## src/verilog/btb_config.svh

```systemverilog
`ifndef BTB_CONFIG_SVH
`define BTB_CONFIG_SVH

// fetch slots looked up per cycle
`define BP_N 2

// btb geometry
`define BTB_NUM_SETS 8
`define BTB_NUM_WAYS 4

// log2 of the set count
`define BTB_SET_IDX_BITS 3

// bimodal direction counters
`define BP_COUNTER_ENTRIES 64

// byte address width
`define BP_ADDR_BITS 32

`endif

```

## src/verilog/fetch_types_pkg.sv

```systemverilog
`include "btb_config.svh"

package fetch_types_pkg;

    // one byte address
    typedef logic [`BP_ADDR_BITS-1:0] addr_t;

    // whatever is left above set index and word offset
    localparam int BTB_TAG_BITS = `BP_ADDR_BITS - `BTB_SET_IDX_BITS - 2;

    typedef logic [BTB_TAG_BITS-1:0] btb_tag_t;
    typedef logic [`BTB_SET_IDX_BITS-1:0] btb_set_idx_t;

    // pc as seen by the btb
    typedef struct packed {
        btb_tag_t     tag;
        btb_set_idx_t set_idx;
        logic [1:0]   word_offset;
    } pc_fields_t;

    // same word, raw or split into btb fields
    typedef union packed {
        addr_t      raw;
        pc_fields_t fields;
    } pc_word_u;

endpackage

```

## src/verilog/next_pc_select.sv

```systemverilog
`timescale 1ns/100ps
`include "btb_config.svh"

module next_pc_select (
    input  fetch_types_pkg::addr_t             fetch_pc,
    input  logic                   [`BP_N-1:0] btb_hit,
    input  logic                   [`BP_N-1:0] predict_taken_dir,
    input  fetch_types_pkg::addr_t [`BP_N-1:0] target_pcs,
    input  logic                               predict_enable,
    input  logic                               use_direction,
    output fetch_types_pkg::addr_t [`BP_N-1:0] slot_pcs,
    output fetch_types_pkg::addr_t             next_fetch_pc,
    output logic                   [`BP_N-1:0] slot_valid
);
    import fetch_types_pkg::*;

    pc_word_u         base_pc;
    logic [`BP_N-1:0] slot_taken;

    assign base_pc.raw = fetch_pc;

    // consecutive words after the aligned fetch pc
    always_comb begin
        for (int s = 0; s < `BP_N; s++) begin
            slot_pcs[s] = base_pc.raw + addr_t'(4 * s);
        end
    end

    // btb hit alone is enough unless direction is in use
    assign slot_taken = {`BP_N{predict_enable}} & btb_hit &
                        (~{`BP_N{use_direction}} | predict_taken_dir);

    // default is sequential fall-through
    // walk high to low so the lowest taken slot wins
    always_comb begin
        next_fetch_pc = base_pc.raw + addr_t'(4 * `BP_N);
        slot_valid    = '1;
        for (int s = `BP_N - 1; s >= 0; s--) begin
            if (slot_taken[s]) begin
                next_fetch_pc = target_pcs[s];
                // slots past the taken branch are dropped
                for (int k = 0; k < `BP_N; k++) begin
                    slot_valid[k] = (k <= s);
                end
            end
        end
    end

endmodule

```

## config.mk

```make
export PLATFORM = sky130hd
export DESIGN_NAME = next_pc_select
export DESIGN_NICKNAME = d
export VERILOG_FILES = /design/src/verilog/fetch_types_pkg.sv /design/src/verilog/next_pc_select.sv
export VERILOG_INCLUDE_DIRS = /design/src /design/src/verilog
export SDC_FILE = /design/constraint.sdc
export NUM_CORES = 1
export LEC_CHECK = 0
export BUFFER_PORTS_ARGS = -buffer_cell sky130_fd_sc_hd__buf_2
export CAP_MARGIN = 20
export CORE_AREA = 2 2 77 79
export DETAILED_ROUTE_END_ITERATION = 8
export DIE_AREA = 0 0 79 81
export GPL_TIMING_DRIVEN = 1
export PLACE_DENSITY_LB_ADDON = 0.1
export SLEW_MARGIN = 15
export SYNTH_ARGS = -nofsm -noshare
export SYNTH_HDL_FRONTEND = slang
export SYNTH_SLANG_ARGS = --single-unit
```

## constraint.sdc

```tcl
create_clock -name vclk -period 3.8
set_input_delay 0.38 -clock vclk [all_inputs]
set_output_delay 0.38 -clock vclk [all_outputs]
set_load 0.01 [all_outputs]
```

==> qor.txt, run 1 <==
RUN STATUS
--------------------------------------------------------------------------------
Status ............................................................ finished, final reports clean

FINAL LAYOUT
--------------------------------------------------------------------------------
Fin area ..........................................................   2630 sq um
Area added between synthesis and finish ...........................        37.7%
Non-filler cells in the finished layout ...........................          530
Layout clock buffers ..............................................            0
Fraction of the core area covered by cells at the end of the flow .        46.4%
Number of flip-flops and latches ..................................            0
Share of post-route cells with drive strength above 1 .............        47.0%
Number of nets in the final layout ................................          561
Area of all sequential standard cells .............................      0 sq um
Antenna diode count ...............................................            0

LOGIC SYNTHESIS
--------------------------------------------------------------------------------
Share of the yosys chip area belonging to registers ...............           0%
Syn avg cell area .................................................   6.16 sq um
Instance count of the mapped netlist ..............................          310
Post-Synthesis Net Count ..........................................          414
Post-synth cell types .............................................           38
Cell area after synthesis .........................................   1910 sq um
Syn. warnings .....................................................            0

RUN
--------------------------------------------------------------------------------
# Max-Cap Violations ..............................................            0

POWER AND IR DROP
--------------------------------------------------------------------------------
PwrDens ...........................................................  117 nW/um^2
Peak VDD IR .......................................................    0.0538 mV
Cell leakage power ................................................      1.29 nW
Power after layout ................................................       307 uW

ROUTE
--------------------------------------------------------------------------------
Starting DRC count in detailed routing ............................           80
Number of remaining DRC errors ....................................            0
Detail-routed net length per standard cell ........................      13.9 um
Routed Wire Length ................................................      7380 um
Via count normalized by instance count ............................         4.98
Routed via count ..................................................         2638
Antenna-violating nets left .......................................            0
DRT Pass-1 Iters ..................................................            4

STA
--------------------------------------------------------------------------------
Slew at the pin with the worst max-slew slack .....................     0.917 ns
Total Neg Setup Slack .............................................         0 ns
Final worst path period share .....................................        74.2%
Worst Setup Slack, final ..........................................     0.981 ns
Minimum hold slack ................................................     0.971 ns
Max-slew headroom .................................................        38.6%
Number of hold-slack violations in the final timing report ........            0
Peak clock frequency supported by timing ..........................    0.355 GHz
Max Transition Viols Final ........................................            0
Final setup violation count .......................................            0
Final critical delay including setup and external delays ..........      2.82 ns
Setup repair after global routing missed its margin ...............        false

WORST SETUP PATH
--------------------------------------------------------------------------------
Required time reported for the critical path endpoint .............      3.42 ns
Stage delay of the slowest cell on the critical path ..............      0.45 ns
Critical Path Source Type .........................................    input pin
Critical path class ...............................................       in2out
Type of destination of the critical path ..........................   output pin
CP max stage cell .................................................        or2_2
Series of cell instances along the critical path .................. buf_2 -> ha_1 -> and4_2 -> nand3_1 -> or2_2 -> or3_1 -> nand3_1 -> buf_2
Worst path arrival time ...........................................      2.44 ns
Top fanout value on the critical path .............................           12

PLACE
--------------------------------------------------------------------------------
Placement Cell Area ...............................................   2630 sq um
Final weighted congestion in routability-driven placement .........        0.865
Input/output buffers ..............................................          199
Inst Count DP .....................................................          530
DPL Wire Length ...................................................      6100 um
Pre-CTS WS ........................................................     0.960 ns

WORST HOLD PATH
--------------------------------------------------------------------------------
Type of the tightest min-delay check ..............................       in2out
Min-delay src .....................................................  fetch_pc[1]
Hold endpoint .....................................................  slot_pcs[1]
Worst Hold Depth ..................................................            2

CTS
--------------------------------------------------------------------------------
Setup bufs post-CTS ...............................................            0
Hold_buf cts ......................................................            0
Post-cts resize count .............................................            0

FLOORPLAN
--------------------------------------------------------------------------------
Area of the die ...................................................   6400 sq um
Core Area .........................................................   5680 sq um
Initial Utilization ...............................................        33.7%
Height of the chip ................................................        81 um
Cell row count ....................................................           28
Number of primary I/O pins ........................................          200
Die width .........................................................        79 um

GLOBAL ROUTING
--------------------------------------------------------------------------------
First-pass GRT wire length ........................................     11100 um
Total GRT Usage ...................................................        21.2%
Pin count of the biggest net entering global routing ..............           26
Vias in the first global route ....................................         2212
Number of antenna violations at the first check in global routing .            0
Sum of overflow across all layers after global routing ............            0

-- cell families after synthesis --
logic type               count (synthesis)  share of synthesized area (%)
adder cells (fa/ha/maj)                  2                           1.31
AND/OR/NAND/NOR                        135                           34.8
buffers and inverters                   60                           21.1
XOR/XNOR                                48                           22.0
AO/OA/AOI/OAI                           63                           20.1
multiplexers                             1                          0.524
other                                    1                          0.196
-- critical path: cells and delay by family --
| family | cells | cell delay (ns) |
|---|---|---|
| adder cells (fa/ha/maj) | 1 | 0.25 |
| buffers and inverters | 2 | 0.27 |
| AND/OR/NAND/NOR | 5 | 1.53 |
-- power breakdown --
part	internal [mW]	switching [mW]	total, mW	leakage, nW
Combinational	0.134	0.173	0.307	1.29
Sequential	0	0	0	0
Clock	0	0	0	0
-- area by class of cell --
class,instances,area (sq um)
fillers,681,3040
inverters,3,11.3
multi-input cells,250,1510
well taps,75,93.8
repair buffers,202,1020
-- Yosys cell counts --
cell,n,share of area [%]
nand4_1,13,4.3
nand4_2,1,0.65
nor3_1,14,3.7
o31ai_1,1,0.39
o211ai_1,3,1.2
ha_1,2,1.3
nand2_1,33,6.5
inv_1,3,0.59
a21oi_1,11,2.9
nand3_1,18,4.7
nor2_1,32,6.3
a221oi_1,1,0.46
or3_1,4,1.3
and3_1,2,0.65
nor2_2,1,0.33
nor4_1,1,0.33
buf_6,5,2.9
and4_1,2,0.92
a31o_2,1,0.46
clkbuf_1,11,2.2
buf_2,4,1.0
a22oi_1,11,4.3
nand3_2,1,0.52
buf_4,36,14
and4_2,1,0.52
or2_2,6,2.0
buf_1,1,0.20
o21ai_0,22,5.8
and2_1,3,0.98
mux2i_1,1,0.52
o211a_1,2,1.0
o22ai_1,7,2.3
or4_1,2,0.79
a31oi_1,4,1.3
xnor2_1,25,11
or3_2,1,0.39
xor2_1,23,11
conb_1,1,0.20
-- layer usage --
metal,wire length (um),vias to the layer above,global-route usage [%]
li1,-,1346,-
met1,3180,1174,28.7
met2,3640,112,37.7
met3,497,6,1.67
met4,67,0,2.93
met5,0,-,0
-- placed cells by master, fill, tap and decap left out, types with 2 or more instances in the layout --
master / count
nor3_1: 14
nand3_1: 18
xor2_1: 23
inv_1: 3
nand4_1: 13
or3_1: 4
o211ai_1: 3
a31oi_1: 4
nor2_1: 32
o21ai_0: 22
a22oi_1: 11
or4_1: 2
o211a_1: 2
buf_2: 199
nand2_1: 33
o22ai_1: 7
ha_1: 2
xnor2_1: 25
or2_2: 6
and2_1: 3
and3_1: 2
and4_1: 2
buf_4: 3
a21oi_1: 11
-- worst max path at each step --
stage	slack (ns)	cells past startpoint	startpoint	endpoint
floorplan	1.60	7	fetch_pc[5]	next_fetch_pc[20]
global placement	1.02	8	fetch_pc[4]	next_fetch_pc[25]
detailed placement	0.96	8	fetch_pc[4]	next_fetch_pc[25]
CTS	0.96	8	fetch_pc[3]	next_fetch_pc[25]
global route	0.80	9	use_direction	next_fetch_pc[19]
finish	0.98	8	fetch_pc[4]	next_fetch_pc[25]
Note: power is estimated with default switching activity, not from simulation.
==> run 2: changes to the inputs <==
CORE_AREA = unset   (was 2 2 77 79)
CORE_MARGIN = 2   (was unset)
CORE_UTILIZATION = 34   (was unset)
DIE_AREA = unset   (was 0 0 79 81)
clock period = 2.4 ns   (was 3.8 ns; I/O delays follow)
==> run 2 against run 1 <==
Compared with the run above:
- critical path depth is the same
- total power grew 61%
- non-clock buffer count grew 12
- critical path type unchanged
- critical endpoint is now next_fetch_pc[19]
==> qor.txt, run 2 (synthesized netlist as in run 1, its figures left out) <==
RUN STATUS
--------------------------------------------------------------------------------
Status ............................................................ finished, final reports clean

FLOORPLAN
--------------------------------------------------------------------------------
Number of primary I/O pins ........................................          200   unchanged
Area of the die ...................................................   6230 sq um   -2.6%
Die width .........................................................      79.0 um   about the same
Height of the chip ................................................      79.0 um   -2.5%
Cell row count ....................................................           27   -3.6%
Initial Utilization ...............................................        34.9%   +1.2 points
Core Area .........................................................   5470 sq um   -3.6%

STA
--------------------------------------------------------------------------------
Peak clock frequency supported by timing ..........................    0.447 GHz
Final worst path period share .....................................        93.2%
Slew at the pin with the worst max-slew slack .....................     0.811 ns   -0.106 ns
Max-slew headroom .................................................        45.7%   +7.1 points
Number of hold-slack violations in the final timing report ........            0   unchanged
Total Neg Setup Slack .............................................         0 ns   unchanged
Max Transition Viols Final ........................................            0   unchanged
Final critical delay including setup and external delays ..........      2.24 ns
Minimum hold slack ................................................     0.693 ns   -0.277 ns
Setup repair after global routing missed its margin ...............        false
Final setup violation count .......................................            0   unchanged

WORST SETUP PATH
--------------------------------------------------------------------------------
Bufs and invs on worst path .......................................            3   +1
Critical path class ...............................................       in2out
CP max stage cell .................................................        or4_1
Stage delay of the slowest cell on the critical path ..............      0.49 ns   +0.04 ns
Critical Path Source Type .........................................    input pin
Series of cell instances along the critical path .................. buf_2 -> ha_1 -> and4_2 -> nand3_1 -> buf_4 -> or4_1 -> nand3_1 -> buf_2
Top fanout value on the critical path .............................            8   -4
Worst setup endpoint .............................................. next_fetch_pc[19]
Worst path arrival time ...........................................      2.00 ns   -0.44 ns
Crit. path cell count .............................................            8   unchanged
Family with the most delay on the worst path ...................... simple AND/OR/NAND/NOR gates
Required time reported for the critical path endpoint .............      2.16 ns   -1.26 ns
Start point of the critical path ..................................  fetch_pc[4]
Type of destination of the critical path ..........................   output pin

POWER AND IR DROP
--------------------------------------------------------------------------------
Cell leakage power ................................................      1.35 nW   +4.4%
PwrDens ...........................................................  182 nW/um^2   +56%
Peak VDD IR .......................................................    0.0840 mV   +56%

ROUTE
--------------------------------------------------------------------------------
DRT Pass-1 Iters ..................................................            4   unchanged
Number of remaining DRC errors ....................................            0   unchanged
Starting DRC count in detailed routing ............................          101   +26%
Routed Wire Length ................................................      7440 um   +0.79%
Via count normalized by instance count ............................         4.95   -0.51%
Detail-routed net length per standard cell ........................      13.8 um   -0.90%
Routed via count ..................................................         2669   +1.2%
Antenna-violating nets left .......................................            0   unchanged

WORST HOLD PATH
--------------------------------------------------------------------------------
Type of the tightest min-delay check ..............................       in2out

GLOBAL ROUTING
--------------------------------------------------------------------------------
Total GRT Usage ...................................................        21.6%   +0.36 points
Number of antenna violations at the first check in global routing .            0   unchanged
Pin count of the biggest net entering global routing ..............           25   -3.8%
Vias in the first global route ....................................         2377   +7.5%
First-pass GRT wire length ........................................     11400 um   +2.6%
Sum of overflow across all layers after global routing ............            0   unchanged

FINAL LAYOUT
--------------------------------------------------------------------------------
Area added between synthesis and finish ...........................        42.2%
Number of flip-flops and latches ..................................            0   unchanged
Share of post-route cells with drive strength above 1 .............        48.4%   +1.4 points
Commonest non-fill, non-tap cells in the layout ................... buf_2 (199), nand2_1 (33), nor2_1 (32), xnor2_1 (25), xor2_1 (23)
Layout filler cell count ..........................................          632   -7.2%
Fraction of the core area covered by cells at the end of the flow .        49.7%   +3.3 points
Area of all sequential standard cells .............................      0 sq um   unchanged
Antenna diode count ...............................................            0   unchanged
Number of nets in the final layout ................................          573   +2.1%
Layout clock buffers ..............................................            0   unchanged
Fin area ..........................................................   2720 sq um   +3.3%
Most common library cell in the layout ignoring fill and taps .....        buf_2
Non-filler cells in the finished layout ...........................          539   +1.7%

PLACE
--------------------------------------------------------------------------------
Input/output buffers ..............................................          199   unchanged
Inst Count DP .....................................................          539   +1.7%
Placement Cell Area ...............................................   2720 sq um   +3.3%
DPL Wire Length ...................................................      6280 um   +3.0%
Final weighted congestion in routability-driven placement .........        0.835   -3.5%

CTS
--------------------------------------------------------------------------------
Hold_buf cts ......................................................            0   unchanged
Post-cts resize count .............................................            0   unchanged
Setup bufs post-CTS ...............................................            0   unchanged

RUN
--------------------------------------------------------------------------------
# Max-Cap Violations ..............................................            0   unchanged

[run 2: area by class of cell]
class | instances | area [sq um] | share of cell area (%)
multi-input combinational | 250 | 1510 | 55.5
timing repair buffer | 214 | 1110 | 40.8
tap | 72 | 90.1 | 3.31
inverter | 3 | 11.3 | 0.414
[run 2: worst min-delay path by stage]
stage | startpoint | to | slack [ns] | depth (start not counted)
finish | fetch_pc[1] | slot_pcs[1] | 0.69 | 2
global route | fetch_pc[0] | slot_pcs[32] | 0.71 | 2
CTS | fetch_pc[1] | slot_pcs[1] | 0.69 | 2
detailed placement | fetch_pc[1] | slot_pcs[1] | 0.69 | 2
global placement | fetch_pc[1] | slot_pcs[33] | 0.69 | 2
floorplan | fetch_pc[4] | slot_pcs[36] | 0.56 | 1
[run 2: stage by stage]
| step | setup slack, ns | power, mW |
|---|---|---|
| 3_5_place_dp | 0.176 | 0.497 |
| 5_1_grt | 0.0236 | 0.543 |
| 4_1_cts | 0.172 | 0.499 |
| 6_report | 0.164 | 0.495 |
| 2_1_floorplan | 0.483 | 0.283 |
| 3_3_place_gp | 0.186 | 0.496 |
[run 2: routing by layer]
metal | wire length, um | vias to the layer above | GRT usage, %
met2 | 3560 | 117 | 38.1
li1 | - | 1372 | -
met5 | 0 | - | 0
met4 | 61 | 0 | 2.07
met1 | 3360 | 1174 | 30.0
met3 | 455 | 6 | 0.909
[run 2: where the power goes]
part | switching [mW] | internal (mW) | total [mW]
Sequential | 0 | 0 | 0
Clock | 0 | 0 | 0
Combinational | 0.276 | 0.218 | 0.495
==> run 3: changes to the inputs <==
SETUP_SLACK_MARGIN = 0.4   (was unset)
clock period = 2.04 ns   (was 2.4 ns; I/O delays follow)
==> run 3 against run 2 <==
Compared with the run above:
- worst setup slack got worse by 0.034 ns
- hold slack got worse by 0.071 ns
- via count increased by 14%
- cell area increased by 42%
- sequential share of layout area unchanged
- first-iteration DRC count unchanged
- clock-buffer cell count unchanged
- non-clock buffer count increased by 53
- routed wire length increased by 20%
- combinational power increased by 50%
- critical path type unchanged
- largest cell class unchanged
- highest routed layer unchanged
==> qor.txt, run 3 (synthesized netlist as in run 1, its figures left out) <==
RUN STATUS
--------------------------------------------------------------------------------
Status ............................................................ finished, final reports clean

ROUTE
--------------------------------------------------------------------------------
Detail-routed net length per standard cell ........................      15.1 um   +9.4%
Number of remaining DRC errors ....................................            0   unchanged
Via count normalized by instance count ............................         5.14   +3.8%
Antenna-violating nets left .......................................            0   unchanged
Routed Wire Length ................................................      8940 um   +20%
Starting DRC count in detailed routing ............................          101   unchanged
DRT Pass-1 Iters ..................................................            4   unchanged
Routed via count ..................................................         3042   +14%

FINAL LAYOUT
--------------------------------------------------------------------------------
Antenna diode count ...............................................            0   unchanged
Number of nets in the final layout ................................          626   +9.2%
Fraction of the core area covered by cells at the end of the flow .        70.7%   +21 points
Fin area ..........................................................   3870 sq um   +42%
Commonest non-fill, non-tap cells in the layout ................... buf_2 (185), buf_4 (44), buf_6 (32), nand2_1 (29), xor2_1 (22)
Number of flip-flops and latches ..................................            0   unchanged
Area of all sequential standard cells .............................      0 sq um   unchanged
Area added between synthesis and finish ...........................         102%
Layout clock buffers ..............................................            0   unchanged
Most common library cell in the layout ignoring fill and taps .....        buf_2
Share of post-route cells with drive strength above 1 .............        66.5%   +18 points

STA
--------------------------------------------------------------------------------
Minimum hold slack ................................................     0.622 ns   -0.0712 ns
Final setup violation count .......................................            0   unchanged
Max Transition Viols Final ........................................            0   unchanged
Peak clock frequency supported by timing ..........................    0.524 GHz
Setup repair after global routing missed its margin ...............         true
Total Neg Setup Slack .............................................         0 ns   unchanged
Final critical delay including setup and external delays ..........      1.91 ns
Final worst path period share .....................................        93.6%
Number of hold-slack violations in the final timing report ........            0   unchanged

GLOBAL ROUTING
--------------------------------------------------------------------------------
Pin count of the biggest net entering global routing ..............           25   unchanged
First-pass GRT wire length ........................................     13100 um   +15%
Total GRT Usage ...................................................        25.4%   +3.8 points
Sum of overflow across all layers after global routing ............            0   unchanged
Number of antenna violations at the first check in global routing .            0   unchanged
Vias in the first global route ....................................         2815   +18%

FLOORPLAN
--------------------------------------------------------------------------------
Area of the die ...................................................   6230 sq um   unchanged
Initial Utilization ...............................................        34.9%   unchanged
Cell row count ....................................................           27   unchanged
Die width .........................................................      79.0 um   unchanged
Number of primary I/O pins ........................................          200   unchanged
Core Area .........................................................   5470 sq um   unchanged
Height of the chip ................................................      79.0 um   unchanged

WORST SETUP PATH
--------------------------------------------------------------------------------
Critical path class ...............................................       in2out
Worst path arrival time ...........................................      1.71 ns   -0.29 ns
Top fanout value on the critical path .............................            4   -4
Critical Path Source Type .........................................    input pin
Type of destination of the critical path ..........................   output pin
Required time reported for the critical path endpoint .............      1.84 ns   -0.32 ns

PLACE
--------------------------------------------------------------------------------
Final weighted congestion in routability-driven placement .........        0.819   -1.8%
Input/output buffers ..............................................          199   unchanged
DPL Wire Length ...................................................      6580 um   +4.8%
Placement Cell Area ...............................................   2920 sq um   +7.3%

POWER AND IR DROP
--------------------------------------------------------------------------------
Logic pwr share ...................................................       100.0%   about the same
Sw Share ..........................................................        51.9%   -3.9 points
Switching power ...................................................       386 uW   +40%
Cell leakage power ................................................      1.92 nW   +42%
Proportion of power drawn by flip-flops and latches ...............           0%   unchanged
Clk network pwr share .............................................           0%   unchanged
Int Power .........................................................       358 uW   +64%
PwrDens ...........................................................  192 nW/um^2   +5.7%
Power after layout ................................................       744 uW   +50%
Peak VDD IR .......................................................     0.132 mV   +58%

RUN
--------------------------------------------------------------------------------
# Max-Cap Violations ..............................................            0   unchanged

WORST HOLD PATH
--------------------------------------------------------------------------------
Type of the tightest min-delay check ..............................       in2out

CTS
--------------------------------------------------------------------------------
Hold_buf cts ......................................................            0   unchanged

## run 3: cell count changes in the layout (fill, tap and decap cells not counted), moves of 5 or more
| cell | change |
|---|---|
| nor3_4 | +11 |
| o21ai_1 | +14 |
| o21ai_0 | -14 |
| buf_6 | +32 |
| buf_4 | +29 |
| nor3_1 | -12 |
| nand3_4 | +5 |
| nor2_1 | -15 |
| buf_2 | -14 |
| nor2_4 | +14 |
| nand3_1 | -11 |
| xnor2_1 | -6 |
| xnor2_2 | +5 |
| nand3_2 | +6 |
## run 3: routing by layer
| layer | GRT usage (%) | up-vias | wire, um |
|---|---|---|---|
| met4 | 3.79 | 0 | 97 |
| met2 | 50.0 | 142 | 4730 |
| met1 | 30.1 | 1414 | 3500 |
| met3 | 2.05 | 8 | 611 |
| met5 | 0 | - | 0 |
| li1 | - | 1478 | - |
## run 3: what timing repair did
action,in CTS,in global routing
resized for setup,94,70
setup buffers,20,13
cloned,0,1
endpoints found under the setup margin,40,52
pin swaps,56,42
## run 3: power groups by stage
stage                     Sequential [mW]  Combinational (mW)  Clock [mW]
final                                   0               0.744           0
after floorplan                         0               0.339           0
after global routing                    0               0.805           0
after detailed placement                0               0.616           0
after global placement                  0               0.613           0
after CTS                               0               0.676           0
## run 3: layout make-up
type               count  area [sq um]
fillers              480          1610
multi-input cells    250          2040
repair buffers       267          1720
inverters              3          11.3
well taps             72          90.1
## run 3: worst paths after layout
| kind | startpoint | end | slack [ns] | cells after the start |
|---|---|---|---|---|
| max | fetch_pc[4] | slot_pcs[57] | 0.13 | 10 |
| min | fetch_pc[1] | slot_pcs[33] | 0.62 | 2 |
## run 3: per-stage QoR
stage	instances	setup WS (ns)
floorplan	310	0.204
global route	592	0.0370
global placement	558	-0.0213
CTS	578	0.0955
finish	592	0.130
detailed placement	558	-0.0914
## run 3: critical path: stages
cell and delay (ns):
buf_6 0.08, buf_6 0.08, buf_6 0.08, ha_4 0.12
and4_4 0.24, nand4_1 0.15, or2_4 0.33, buf_6 0.13
xnor2_2 0.13, buf_2 0.15
